`src/verilog/nx_params.svh`:
```
// ==============================
// Widths and depths shared by the
// node message front end and its testbench
// ==============================

`ifndef NX_PARAMS_SVH
`define NX_PARAMS_SVH

// Message word
`define NX_STREAM_WIDTH    32
`define NX_ADDR_ROW_WIDTH  4 // Target row, or top of decay in a broadcast
`define NX_ADDR_COL_WIDTH  4 // Target column, or bottom of decay
`define NX_COMMAND_WIDTH   2

// Whatever is left below the command field
`define NX_PAYLOAD_WIDTH   (`NX_STREAM_WIDTH - 1 - `NX_ADDR_ROW_WIDTH \
                            - `NX_ADDR_COL_WIDTH - `NX_COMMAND_WIDTH)

// Payload contents
`define NX_INSTR_WIDTH     15 // Taken from the payload top
`define NX_IO_IDX_WIDTH    3  // 8 inputs, 8 outputs

// Buffering
`define NX_IN_DEPTH        2 // Inbound FIFO entries
`define NX_EGRESS_DEPTH    2 // Entries per egress lane

`endif // NX_PARAMS_SVH

```
`src/verilog/nx_msg_pkg.sv`:
```
// ==============================
// Wire message format: directions,
// commands, header and inbound record
// ==============================

`default_nettype none

`include "nx_params.svh"

package nx_msg_pkg;

    localparam int NX_NUM_DIRS = 4; // Mesh neighbours

    // Arrival and departure sides of a node
    typedef enum logic [1:0] {
        NX_DIR_NORTH = 2'd0,
        NX_DIR_EAST  = 2'd1,
        NX_DIR_SOUTH = 2'd2,
        NX_DIR_WEST  = 2'd3
    } nx_direction_t;

    typedef enum logic [`NX_COMMAND_WIDTH-1:0] {
        NX_CMD_LOAD_INSTR = 2'd0,
        NX_CMD_CFG_INPUT  = 2'd1,
        NX_CMD_CFG_OUTPUT = 2'd2,
        NX_CMD_SIG_STATE  = 2'd3
    } nx_command_t;

    typedef logic [`NX_STREAM_WIDTH-1:0] nx_word_t; // Raw message word

    // Field order from MSB down
    typedef struct packed {
        logic                          broadcast;
        logic [`NX_ADDR_ROW_WIDTH-1:0] row;     // Decay upper bits in a broadcast
        logic [`NX_ADDR_COL_WIDTH-1:0] col;     // Decay lower bits in a broadcast
        nx_command_t                   command;
        logic [`NX_PAYLOAD_WIDTH-1:0]  payload;
    } nx_msg_hdr_t;

    // Inbound FIFO entry, 34 bits
    typedef struct packed {
        nx_direction_t dir; // Side it came in on
        nx_msg_hdr_t   msg;
    } nx_inbound_t;

endpackage : nx_msg_pkg

`default_nettype wire

```
`src/verilog/nx_node_pkg.sv`:
```
// ==============================
// Node-side action records made
// by the message decoder
// ==============================

`default_nettype none

`include "nx_params.svh"

package nx_node_pkg;

    // I/O mapping request
    typedef struct packed {
        logic                          is_input;   // Set for configure-input
        logic [`NX_ADDR_ROW_WIDTH-1:0] remote_row; // Source or destination node
        logic [`NX_ADDR_COL_WIDTH-1:0] remote_col;
        logic [`NX_IO_IDX_WIDTH-1:0]   remote_idx; // I/O index on that node
        logic [`NX_IO_IDX_WIDTH-1:0]   local_idx;  // Slot on this node
        logic                          seq;        // Sequential input
        logic                          slot;       // Output slot select, same bit as seq
        logic                          broadcast;  // Send output as broadcast
    } nx_map_req_t;

    // Signal state update
    typedef struct packed {
        logic [`NX_ADDR_ROW_WIDTH-1:0] remote_row;
        logic [`NX_ADDR_COL_WIDTH-1:0] remote_col;
        logic [`NX_IO_IDX_WIDTH-1:0]   remote_idx; // Output index on the source
        logic                          state;
    } nx_signal_upd_t;

endpackage : nx_node_pkg

`default_nettype wire

```
`src/verilog/nx_stream_if.sv`:
```
// ==============================
// Directed message stream with
// source and sink modports
// ==============================

`default_nettype none

`include "nx_params.svh"

interface nx_stream_if;

    logic [`NX_STREAM_WIDTH-1:0] data;  // Message word
    logic [1:0]                  dir;   // Egress side, same coding as nx_direction_t
    logic                        valid;
    logic                        ready;

    // Data and dir held stable while valid waits for ready
    modport source (output data, output dir, output valid, input ready);
    modport sink   (input data, input dir, input valid, output ready);

endinterface : nx_stream_if

`default_nettype wire

```
`src/verilog/nx_fifo.sv`:
```
// ==============================
// Synchronous circular FIFO with a
// type parameter for its entries
// ==============================

`default_nettype none

module nx_fifo
    import nx_msg_pkg::*;
#(
      parameter type entry_t = nx_word_t // Entry payload
    , parameter int  DEPTH   = 2         // Number of entries
) (
      input  logic   clk_i
    , input  logic   rst_i
    // Write side
    , input  entry_t wr_data_i
    , input  logic   wr_push_i
    // Read side, head shown combinationally
    , output entry_t rd_data_o
    , input  logic   rd_pop_i
    // Status
    , output logic   empty_o
    , output logic   full_o
);

localparam int PTR_W = (DEPTH > 1) ? $clog2(DEPTH) : 1;
localparam int CNT_W = $clog2(DEPTH + 1);

entry_t           mem_q [DEPTH];
logic [PTR_W-1:0] wr_ptr_q;
logic [PTR_W-1:0] rd_ptr_q;
logic [CNT_W-1:0] count_q;
logic             push;
logic             pop;

// Wrap at DEPTH, which need not be a power of two
function automatic logic [PTR_W-1:0] ptr_next(input logic [PTR_W-1:0] ptr);
    return (ptr == PTR_W'(DEPTH - 1)) ? '0 : ptr + 1'b1;
endfunction

assign empty_o   = (count_q == '0);
assign full_o    = (count_q == CNT_W'(DEPTH));
assign push      = wr_push_i && !full_o; // Writes into a full buffer are dropped
assign pop       = rd_pop_i && !empty_o;
assign rd_data_o = mem_q[rd_ptr_q];

always_ff @(posedge clk_i) begin : p_ptrs
    if (rst_i) begin
        wr_ptr_q <= '0;
        rd_ptr_q <= '0;
        count_q  <= '0;
    end else begin
        if (push) wr_ptr_q <= ptr_next(wr_ptr_q);
        if (pop)  rd_ptr_q <= ptr_next(rd_ptr_q);
        count_q <= count_q + CNT_W'(push) - CNT_W'(pop); // Both at once leaves it level
    end
end

always_ff @(posedge clk_i) begin : p_mem
    if (push) mem_q[wr_ptr_q] <= wr_data_i;
end

endmodule : nx_fifo

`default_nettype wire

```
`src/verilog/nx_msg_decoder.sv`:
```
// ==============================
// Message decoder: local actions,
// routing and forward issue
// ==============================

`default_nettype none

`include "nx_params.svh"

module nx_msg_decoder
    import nx_msg_pkg::*;
    import nx_node_pkg::*;
(
      input  logic                          clk_i
    , input  logic                          rst_i
    // Node position in the mesh
    , input  logic [`NX_ADDR_ROW_WIDTH-1:0] node_row_i
    , input  logic [`NX_ADDR_COL_WIDTH-1:0] node_col_i
    // Inbound FIFO head
    , input  nx_inbound_t                   head_i
    , input  logic                          empty_i
    , output logic                          pop_o
    // Forwarded messages, one direction per transfer
    , nx_stream_if.source                   fwd
    // Local actions, single-cycle pulses
    , output nx_map_req_t                   map_req_o
    , output logic                          map_valid_o
    , output nx_signal_upd_t                signal_upd_o
    , output logic                          signal_valid_o
    , output logic [`NX_INSTR_WIDTH-1:0]    instr_data_o
    , output logic                          instr_valid_o
);

localparam int DECAY_W   = `NX_ADDR_ROW_WIDTH + `NX_ADDR_COL_WIDTH;
// Field positions within the payload, from the top down
localparam int RROW_MSB  = `NX_PAYLOAD_WIDTH - 1;
localparam int RCOL_MSB  = RROW_MSB - `NX_ADDR_ROW_WIDTH;
localparam int RIDX_MSB  = RCOL_MSB - `NX_ADDR_COL_WIDTH;
localparam int LIDX_MSB  = RIDX_MSB - `NX_IO_IDX_WIDTH;  // Mapping only
localparam int MODE_BIT  = LIDX_MSB - `NX_IO_IDX_WIDTH;  // Seq and slot share it
localparam int BCAST_BIT = MODE_BIT - 1;
localparam int STATE_BIT = RIDX_MSB - `NX_IO_IDX_WIDTH;  // Signal update only

nx_msg_hdr_t              msg;
logic [DECAY_W-1:0]       decay;
logic                     addr_match;
logic                     is_local;
logic                     do_decode;
logic [NX_NUM_DIRS-1:0]   route_dirs;   // Directions for the head message
nx_msg_hdr_t              fwd_word;     // Head message as it leaves
nx_map_req_t              map_req_d;
nx_signal_upd_t           signal_upd_d;

logic [NX_NUM_DIRS-1:0]   send_dir_q;   // Directions still to issue
logic [NX_NUM_DIRS-1:0]   send_dir_d;
logic                     pop_q;
nx_msg_hdr_t              fwd_data_q;
nx_direction_t            fwd_dir_q;
nx_direction_t            fwd_dir_d;
logic                     fwd_valid_q;
logic                     fwd_valid_d;
logic                     map_valid_q;
logic                     signal_valid_q;
logic                     instr_valid_q;
nx_map_req_t              map_req_q;
nx_signal_upd_t           signal_upd_q;
logic [`NX_INSTR_WIDTH-1:0] instr_q;

assign msg        = head_i.msg;
assign decay      = {msg.row, msg.col}; // Broadcast reuses the address
assign addr_match = (msg.row == node_row_i) && (msg.col == node_col_i);
assign is_local   = msg.broadcast || addr_match;

// Record extraction from the head payload
assign map_req_d.is_input   = (msg.command == NX_CMD_CFG_INPUT);
assign map_req_d.remote_row = msg.payload[RROW_MSB -: `NX_ADDR_ROW_WIDTH];
assign map_req_d.remote_col = msg.payload[RCOL_MSB -: `NX_ADDR_COL_WIDTH];
assign map_req_d.remote_idx = msg.payload[RIDX_MSB -: `NX_IO_IDX_WIDTH];
assign map_req_d.local_idx  = msg.payload[LIDX_MSB -: `NX_IO_IDX_WIDTH];
assign map_req_d.seq        = msg.payload[MODE_BIT];
assign map_req_d.slot       = msg.payload[MODE_BIT];
assign map_req_d.broadcast  = msg.payload[BCAST_BIT];

assign signal_upd_d.remote_row = msg.payload[RROW_MSB -: `NX_ADDR_ROW_WIDTH];
assign signal_upd_d.remote_col = msg.payload[RCOL_MSB -: `NX_ADDR_COL_WIDTH];
assign signal_upd_d.remote_idx = msg.payload[RIDX_MSB -: `NX_IO_IDX_WIDTH];
assign signal_upd_d.state      = msg.payload[STATE_BIT];

// Where the head message goes next, empty when it stops here
always_comb begin : p_route
    route_dirs = '0;
    fwd_word   = msg;
    if (msg.broadcast) begin
        {fwd_word.row, fwd_word.col} = decay - DECAY_W'(1); // One hop of decay
        if (decay != '0) begin
            case (head_i.dir)                   // W S E N
                NX_DIR_NORTH: route_dirs = 4'b1110;
                NX_DIR_EAST:  route_dirs = 4'b1000;
                NX_DIR_SOUTH: route_dirs = 4'b1011;
                NX_DIR_WEST:  route_dirs = 4'b0010;
                default:      route_dirs = '0;
            endcase
        end
    end else if (msg.row < node_row_i) begin
        route_dirs = 4'b0001;                   // Row first
    end else if (msg.row > node_row_i) begin
        route_dirs = 4'b0100;
    end else if (msg.col < node_col_i) begin
        route_dirs = 4'b1000;                   // Then column
    end else if (msg.col > node_col_i) begin
        route_dirs = 4'b0010;
    end
end

// Outstanding set, decode gate and next stream transfer
always_comb begin : p_next
    int idx;
    send_dir_d = send_dir_q;
    fwd_dir_d  = fwd_dir_q;
    if (fwd_valid_q && fwd.ready) begin
        send_dir_d[fwd_dir_q] = 1'b0;           // That side is done
    end
    // At most one message every two cycles
    do_decode = (send_dir_d == '0) && !empty_i && !pop_q;
    if (do_decode) send_dir_d = route_dirs;
    // Lowest set bit wins, so N, E, S, W order
    for (idx = NX_NUM_DIRS - 1; idx >= 0; idx--) begin
        if ((!fwd_valid_q || fwd.ready) && send_dir_d[idx]) begin
            fwd_dir_d = nx_direction_t'(idx);
        end
    end
    fwd_valid_d = (send_dir_d != '0);
end

always_ff @(posedge clk_i) begin : p_ctrl
    if (rst_i) begin
        send_dir_q     <= '0;
        pop_q          <= 1'b0;
        fwd_dir_q      <= NX_DIR_NORTH;
        fwd_valid_q    <= 1'b0;
        map_valid_q    <= 1'b0;
        signal_valid_q <= 1'b0;
        instr_valid_q  <= 1'b0;
    end else begin
        send_dir_q     <= send_dir_d;
        pop_q          <= do_decode;            // Pop lands a cycle after decode
        fwd_dir_q      <= fwd_dir_d;
        fwd_valid_q    <= fwd_valid_d;
        map_valid_q    <= do_decode && is_local &&
                          (msg.command inside {NX_CMD_CFG_INPUT, NX_CMD_CFG_OUTPUT});
        signal_valid_q <= do_decode && is_local && (msg.command == NX_CMD_SIG_STATE);
        instr_valid_q  <= do_decode && is_local && (msg.command == NX_CMD_LOAD_INSTR);
    end
end

// Held from decode until the next one
always_ff @(posedge clk_i) begin : p_payload
    if (do_decode) begin
        fwd_data_q   <= fwd_word;
        map_req_q    <= map_req_d;
        signal_upd_q <= signal_upd_d;
        instr_q      <= msg.payload[RROW_MSB -: `NX_INSTR_WIDTH];
    end
end

assign pop_o          = pop_q;
assign fwd.data       = fwd_data_q;
assign fwd.dir        = fwd_dir_q;
assign fwd.valid      = fwd_valid_q;
assign map_req_o      = map_req_q;
assign map_valid_o    = map_valid_q;
assign signal_upd_o   = signal_upd_q;
assign signal_valid_o = signal_valid_q;
assign instr_data_o   = instr_q;
assign instr_valid_o  = instr_valid_q;

endmodule : nx_msg_decoder

`default_nettype wire

```
`src/verilog/nx_egress_queues.sv`:
```
// ==============================
// Egress queues: one buffered
// stream per mesh direction
// ==============================

`default_nettype none

`include "nx_params.svh"

module nx_egress_queues
    import nx_msg_pkg::*;
#(
      parameter int DEPTH = `NX_EGRESS_DEPTH // Entries per lane
) (
      input  logic                             clk_i
    , input  logic                             rst_i
    // Forwarded stream from the decoder
    , nx_stream_if.sink                        fwd
    // Lanes, indexed by nx_direction_t
    , output nx_word_t [NX_NUM_DIRS-1:0]       egress_data_o
    , output logic     [NX_NUM_DIRS-1:0]       egress_valid_o
    , input  logic     [NX_NUM_DIRS-1:0]       egress_ready_i
);

logic [NX_NUM_DIRS-1:0] push;
logic [NX_NUM_DIRS-1:0] pop;
logic [NX_NUM_DIRS-1:0] empty;
logic [NX_NUM_DIRS-1:0] full;

// Stall only on the queue this word is aimed at
assign fwd.ready = !full[fwd.dir];

for (genvar lane = 0; lane < NX_NUM_DIRS; lane++) begin : g_lane
    assign push[lane] = fwd.valid && fwd.ready && (fwd.dir == 2'(lane)); // Steer by dir
    assign pop[lane]  = egress_valid_o[lane] && egress_ready_i[lane];

    nx_fifo #(
          .entry_t (nx_word_t)
        , .DEPTH   (DEPTH)
    ) u_queue (
          .clk_i     (clk_i)
        , .rst_i     (rst_i)
        , .wr_data_i (fwd.data)
        , .wr_push_i (push[lane])
        , .rd_data_o (egress_data_o[lane])
        , .rd_pop_i  (pop[lane])
        , .empty_o   (empty[lane])
        , .full_o    (full[lane])
    );

    assign egress_valid_o[lane] = !empty[lane]; // Head is the lane word
end

endmodule : nx_egress_queues

`default_nettype wire

```
`src/verilog/nx_node_msg_top.sv`:
```
// ==============================
// Node message front end: inbound
// FIFO, decoder, egress queues
// ==============================

`default_nettype none

`include "nx_params.svh"

module nx_node_msg_top
    import nx_msg_pkg::*;
    import nx_node_pkg::*;
(
      input  logic                          clk_i
    , input  logic                          rst_i
    // Node position
    , input  logic [`NX_ADDR_ROW_WIDTH-1:0] node_row_i
    , input  logic [`NX_ADDR_COL_WIDTH-1:0] node_col_i
    // Ingress
    , input  nx_word_t                      msg_data_i
    , input  nx_direction_t                 msg_dir_i
    , input  logic                          msg_valid_i
    , output logic                          msg_ready_o
    // Egress lanes, by direction
    , output nx_word_t [NX_NUM_DIRS-1:0]    egress_data_o
    , output logic     [NX_NUM_DIRS-1:0]    egress_valid_o
    , input  logic     [NX_NUM_DIRS-1:0]    egress_ready_i
    // Local actions
    , output nx_map_req_t                   map_req_o
    , output logic                          map_valid_o
    , output nx_signal_upd_t                signal_upd_o
    , output logic                          signal_valid_o
    , output logic [`NX_INSTR_WIDTH-1:0]    instr_data_o
    , output logic                          instr_valid_o
);

nx_inbound_t in_entry;
nx_inbound_t in_head;
logic        in_empty;
logic        in_full;
logic        in_pop;

nx_stream_if fwd_if ();

assign in_entry    = {msg_dir_i, msg_data_i}; // Tag word with arrival side
assign msg_ready_o = ~in_full;

nx_fifo #(
      .entry_t (nx_inbound_t)
    , .DEPTH   (`NX_IN_DEPTH)
) u_in_fifo (
      .clk_i     (clk_i)
    , .rst_i     (rst_i)
    , .wr_data_i (in_entry)
    , .wr_push_i (msg_valid_i && msg_ready_o)
    , .rd_data_o (in_head)
    , .rd_pop_i  (in_pop)
    , .empty_o   (in_empty)
    , .full_o    (in_full)
);

nx_msg_decoder u_decoder (
      .clk_i          (clk_i)
    , .rst_i          (rst_i)
    , .node_row_i     (node_row_i)
    , .node_col_i     (node_col_i)
    , .head_i         (in_head)
    , .empty_i        (in_empty)
    , .pop_o          (in_pop)
    , .fwd            (fwd_if.source)
    , .map_req_o      (map_req_o)
    , .map_valid_o    (map_valid_o)
    , .signal_upd_o   (signal_upd_o)
    , .signal_valid_o (signal_valid_o)
    , .instr_data_o   (instr_data_o)
    , .instr_valid_o  (instr_valid_o)
);

nx_egress_queues #(
      .DEPTH (`NX_EGRESS_DEPTH)
) u_egress (
      .clk_i          (clk_i)
    , .rst_i          (rst_i)
    , .fwd            (fwd_if.sink)
    , .egress_data_o  (egress_data_o)
    , .egress_valid_o (egress_valid_o)
    , .egress_ready_i (egress_ready_i)
);

endmodule : nx_node_msg_top

`default_nettype wire

```
`config.mk`:
```
export PLATFORM = sky130hd
export DESIGN_NAME = nx_node_msg_top
export DESIGN_NICKNAME = d
export VERILOG_FILES = /design/src/verilog/nx_msg_pkg.sv /design/src/verilog/nx_node_pkg.sv /design/src/verilog/nx_stream_if.sv /design/src/verilog/nx_fifo.sv /design/src/verilog/nx_msg_decoder.sv /design/src/verilog/nx_egress_queues.sv /design/src/verilog/nx_node_msg_top.sv
export VERILOG_INCLUDE_DIRS = /design/src /design/src/verilog
export SDC_FILE = /design/constraint.sdc
export NUM_CORES = 1
export LEC_CHECK = 0
export ABC_AREA = 0
export BUFFER_PORTS_ARGS = -buffer_cell sky130_fd_sc_hd__buf_2
export CORE_UTILIZATION = 36
export CTS_CLUSTER_DIAMETER = 40
export DETAILED_ROUTE_END_ITERATION = 6
export GPL_TIMING_DRIVEN = 0
export PLACE_DENSITY_LB_ADDON = 0.05
export SLEW_MARGIN = 20
export SYNTH_ARGS = -nofsm -noshare
export SYNTH_HDL_FRONTEND = slang
export SYNTH_SLANG_ARGS = --single-unit
```
`constraint.sdc`:
```
create_clock -name clk_i -period 4 [get_ports clk_i]
set_clock_uncertainty 0.05 [all_clocks]
set_input_delay 0.6 -clock clk_i [delete_from_list [all_inputs] [get_ports clk_i]]
set_output_delay 0.6 -clock clk_i [all_outputs]
set_load 0.03 [all_outputs]
```
# --- Word level (Yosys, flattened, before mapping) ---
# Memory sizes are Yosys's and may differ from the RTL's. A register that Yosys moved wholly into a read port is not among the register bits.
# Index checks and enable logic that the tools add are counted.
totals:
  mem_count: 5
  inputBits: 49
  mem_bits_ro: 0
  elab_cells: 198
  register_bits: 96
  latchBits: 0
  mem_bits_rw: 324
mem_list:
  columns: ["name", "depth", "word_bits", "read_ports", "rd_clocked_by_memory_dff", "write_ports", "line", "text"]
  rows:
  - ["u_in_fifo.mem_q", 2, 34, 1, 1, 1, "nx_fifo.sv:30", "entry_t mem_q [DEPTH];"]
  - ["u_egress.g_lane[0].u_queue.mem_q", 2, 32, 1, 1, 1, "nx_fifo.sv:30", null]
  - ["u_egress.g_lane[1].u_queue.mem_q", 2, 32, 1, 1, 1, "nx_fifo.sv:30", null]
  - ["u_egress.g_lane[2].u_queue.mem_q", 2, 32, 1, 1, 1, "nx_fifo.sv:30", null]
  - ["u_egress.g_lane[3].u_queue.mem_q", 2, 32, 1, 1, 1, "nx_fifo.sv:30", null]
classes:
  div_mod_pow: 0
  n_bitwise: 3
  addsub: 21
  mul: 0
  shifts: 0
  n_reduce_logical: 63
  order_cmp: 6
  n_eq_ne: 16
  muxes: 47
op_table:
  columns: ["operator", "n"]
  rows:
  - ["$mux W1", 33]
  - ["$logic_and A1 B1 Y1", 32]
  - ["$mux W4", 7]
  - ["$eq A2 B2 Y1 const B", 11]
  - ["$logic_not A2 Y1", 8]
  - ["$pmux W4 S4", 1]
  - ["$logic_not A1 Y1", 13]
  - ["$add A1 B1 Y1 const B", 10]
  - ["$add A2 B1 Y2", 5]
  - ["$sub A2 B1 Y2", 5]
  - ["$eq A4 B4 Y1", 2]
  - ["$gt A4 B4 Y1", 2]
  - ["$lt A4 B4 Y1", 2]
  - ["$mux W8", 1]
  - ["$reduce_bool A8 Y1", 1]
  - ["$sub A8 B1 Y8 const B", 1]
  - ["$eq A2 B1 Y1 const B", 3]
  - ["$mux W2", 3]
  - ["$and A4 B4 Y4", 1]
  - ["$logic_not A4 Y1", 1]
  - ["$not A4 Y4", 1]
  - ["$reduce_bool A2 Y1", 2]
  - ["$reduce_bool A4 Y1", 1]
  - ["$lt A2 B3 Y1 const B", 1]
  - ["8 further kinds", 9]

# --- Logic depth before layout (Yosys ltp) ---
depth:
  word_depth: 15
  depth_mapped: 12
  depth_no_buf: 9

# --- Modules after synthesis ---
# Synthesis repeated with hierarchy kept, for this count alone.
hier_totals:
  cells_unflattened: 855
  area_unflattened_um2: 15328.5
modules_own_cells:
  columns: ["mod", "cells_each", "n_inst", "seq_area_each_um2", "area_per_inst_um2"]
  rows:
  - ["nx_fifo at u_egress.g_lane[0].u_queue ...", 127, 4, 2021.9, 2542.4]
  - ["nx_fifo at u_in_fifo", 133, 1, 2142.1, 2683.8]
  - ["nx_msg_decoder", 197, 1, 1211.2, 2361.0]
  - ["nx_egress_queues", 15, 1, 0.0, 103.8]
  - ["nx_node_msg_top", 2, 1, 0.0, 10.0]

# --- Worst setup path before layout ---
# OpenSTA, ideal clock, no wires.
synth_timing:
  kind: "register to register"
  from: "register with a tool-made name"
  to: "register u_decoder.fwd_dir_q[0] (netlist: u_decoder.fwd.dir[0])"
  slack_ps: 718
  arrival_time_ps: 3173
  synth_period_minus_slack_ps: 3282
  path_stages_with_launch: 13
  setup_ps: 59
  path_buffers: 3
  cell_sequence: "dfxtp_1 clkbuf_1 buf_1 buf_1 mux2_2 ha_1 nor2b_1 nor4_1 or3_1 o32ai_1 a22oi_1 a32oi_1 o211a_1"
synth_lines:
  columns: ["item", "line", "text"]
  rows:
  - ["to (signal assigned)", "nx_msg_decoder.sv:147", "fwd_dir_q <= fwd_dir_d;"]
  - ["to (decl)", "nx_msg_decoder.sv:58", "nx_direction_t fwd_dir_q;"]

==> impl_metrics.json <==
{
  "startpoint_type": "register",
  "path_cells": "clkbuf_2 > buf_2 > mux2_2 > ha_1 > nor2b_1 > nor4_1 > or3_1 > o32ai_1 > a22oi_1 > a32oi_1 > o211a_1",
  "powerDensity_nw_per_um2": 824.3,
  "io_pins": 230,
  "coreArea_um2": 41020,
  "h-tree-depth": 2,
  "cpLargestDelayFamily": "compound AO/OA/AOI/OAI gates",
  "p_leak_nw": 7.060,
  "rrSetupSlack_ns": 0.38,
  "fin_util_pct": 46.93,
  "wl_mm": 35.45,
  "wl_per_cell_um": 20.57,
  "nNetsFinal": 1212,
  "clock_latency_ns": 0.58,
  "area_growth_pct": 27.84,
  "grt_pass1_vias": 8042,
  "setup_viol": 0,
  "grt_max_degree": 39,
  "cts_made_buffers": 57,
  "ys_seq_area_share_pct": 75.98,
  "worst_path_max_delay_cell": "dfxtp_1",
  "cp.required_ns": 4.47,
  "dieArea_um2": 42650,
  "finalCriticalPeriod_ns": 3.622,
  "fp.dieH_um": 206.5,
  "cts.path.max_buffers": 3,
  "cts_tree": "yes",
  "slew_headroom_pct": 37.24,
  "avgViaCountPerCell": 4.649,
  "gr-total-overflow": 0,
  "synthFlopType": "edfxtp_1",
  "rsz0062_at_grt": "no",
  "clock_sinks": 393,
  "grt_pass1_wl_mm": 51.14,
  "antenna_found_initial": 3,
  "hold_slack_ns": 0.1575,
  "vias": 8010,
  "layout-drive-gt1-share_pct": 46.72,
  "synth_edf_count": 357,
  "fin_crit_sh_pct": 90.54,
  "synth_area_leaders": "edfxtp_1, mux2_2, dfxtp_1",
  "synth_area_um2": 15060,
  "max_freq_ghz": 0.2761,
  "yosysUniqueCellTypes": 46,
  "async_flop_share_pct": 0,
  "post_cts_buffers": 0,
  "finalMaxSlewViolations": 0,
  "critPathBufInv": 2,
  "yosysMostFrequentCell": "edfxtp_1",
  "power_mw": 15.87,
  "status": "finished with violations",
  "dp_hpwl_mm": 23.95,
  "violations": "DRC",
  "cp-end-kind": "register",
  "cp_slowest_stage_delay_ns": 0.57,
  "start_util_pct": 36.71,
  "clk_pin_slew_worst_paths_ns": 0.05,
  "synth_commonest_cells": "edfxtp_1, mux2_2, buf_4",
  "synth_seq_cells": 393,
  "post-route-drc-count": 13,
  "yosysWarnings": 0,
  "vdd_ir_drop_max_mv": 0.5742,
  "first_pass_iters": 7,
  "hold_class": "in -> reg",
  "gp_congestion": 0.7628,
  "hold_viol_final": 0,
  "io_buffers": 228,
  "ant_nets": 0,
  "tightest_slew_ns": 0.9414,
  "synthCells": 840,
  "syn_nets": 911,
  "grt_usage_pct": 16.80,
  "drt_iter0_drc": 326,
  "critPathMaxFanout": 10,
  "cp.arrival_ns": 4.09,
  "worst-setup-path-type": "reg -> reg",
  "root_buffer": "clkbuf_16",
  "synth.avg_cell_area_um2": 17.92,
  "cts_hold_buf": 0,
  "die_w_um": 206.5,
  "yosysTopAreaCell": "edfxtp_1",
  "cap_violations": 0,
  "num_rows": 74,
  "yosys.area.top_type_share_pct": 71.20
}
layout make-up:
type	instances	area (µm²)
fillers	3634	21770
flip-flops and latches	393	11440
multi-input cells	346	3127
clock buffers	70	1570
repair buffers	243	1516
well taps	532	665.6
plain buffers	70	439.2
clock inverters	38	369.1
inverters	30	117.6
diodes	1	2.502
through the flow:
stage          worst slack, ns  area [µm²]  instances  setup TNS (ns)
2_1_floorplan           0.7182       15060        840               0
3_3_place_gp           -0.7113       16860       1600         -134.36
3_5_place_dp           -0.1498       17310       1615         -0.1912
4_1_cts                0.02885       19250       1723               0
5_1_grt                 0.1458       19250       1723               0
6_report                0.3785       19250       1723               0
what timing repair did:
action,CTS,global route
hold endpoints to repair,0,0
gates cloned,0,0
endpoints found under the setup margin,3,3
pin swaps,0,0
resized for setup,1,1
flip-flops by register name (all words and copies together) (netlist names), 2 cells and up, named ones only:
register and flops:
u_decoder.fwd.data 17, u_decoder.fwd.dir 2, u_decoder.instr_data_o 15, u_decoder.send_dir_q 4
u_egress.g_lane.u_queue.count_q 8, u_egress.g_lane.u_queue.mem_q 256, u_egress.g_lane.u_queue.rd_ptr_q 4, u_egress.g_lane.u_queue.wr_ptr_q 4
u_in_fifo.count_q 2, u_in_fifo.mem_q 68
cells by family (layout without fill, tap and decap cells):
family          count (synthesis)  count (layout)  synth area share, %
mux                           162             162                12.03
fa+ha+maj                      22              22                1.828
other cells                     0               1                    0
compound gates                 35              35                1.679
simple gates                  100             100                3.199
xor+xnor                       27              27                1.571
buf+inv                       101             451                3.706
flops                         393             393                75.98
report_power, final:
group / switching [mW] / internal (mW)
registers: 0.571 / 5.66
clock network: 1.83 / 3.13
logic: 3.00 / 1.68
worst register-to-register path: stages (launching register included):
cell,delay (ns)
dfxtp_1,0.57
clkbuf_2,0.35
buf_2,0.32
mux2_2,0.41
ha_1,0.29
nor2b_1,0.17
nor4_1,0.09
or3_1,0.31
o32ai_1,0.42
a22oi_1,0.19
a32oi_1,0.23
o211a_1,0.16
placed cells by master, fill, tap and decap left out, types with 3 or more instances in the layout:
cell        instances
clkinv_4            4
and2_1              7
clkinvlp_4          8
xor2_1              9
or2_2               5
clkinv_1            6
buf_1              12
nand3_1             6
clkbuf_16          61
nand2_1            12
buf_16             10
inv_1              28
a22oi_1             3
clkinv_2            8
xnor2_1            18
o21ai_0             3
nand2b_1            4
ha_1               22
buf_4              44
buf_12              5
nor3_1              4
nor2b_1             9
dfxtp_1            36
nor2_1             34
o21a_1              3
a21oi_1             6
edfxtp_1          357
buf_2             230
clkbuf_1           18
a22o_1              3
o211ai_1            3
bufinv_16           5
mux2_2            152
mux2i_1            10
or3_1               3
nor2_4              9
inv_6               8
routing by layer:
metal,GRT usage [%],part of all wire [%]
met5,0,0.031
met4,4.386,1.7
met3,5.125,6.8
met2,26.64,47
met1,22.35,44
final timing paths:
path | start | to | depth (start not counted)
hold reg to reg | u_egress.g_lane[1].u_queue.rd_ptr_q | u_egress.g_lane[1].u_queue.rd_ptr_q | 2
hold / removal | msg_data_i[27] | u_in_fifo.mem_q[1][27] | 1
setup / recovery | register | u_decoder.fwd.dir[0] | 11
setup reg to reg | register | u_decoder.fwd.dir[0] | 11
Power figures use the tool's default switching activity.
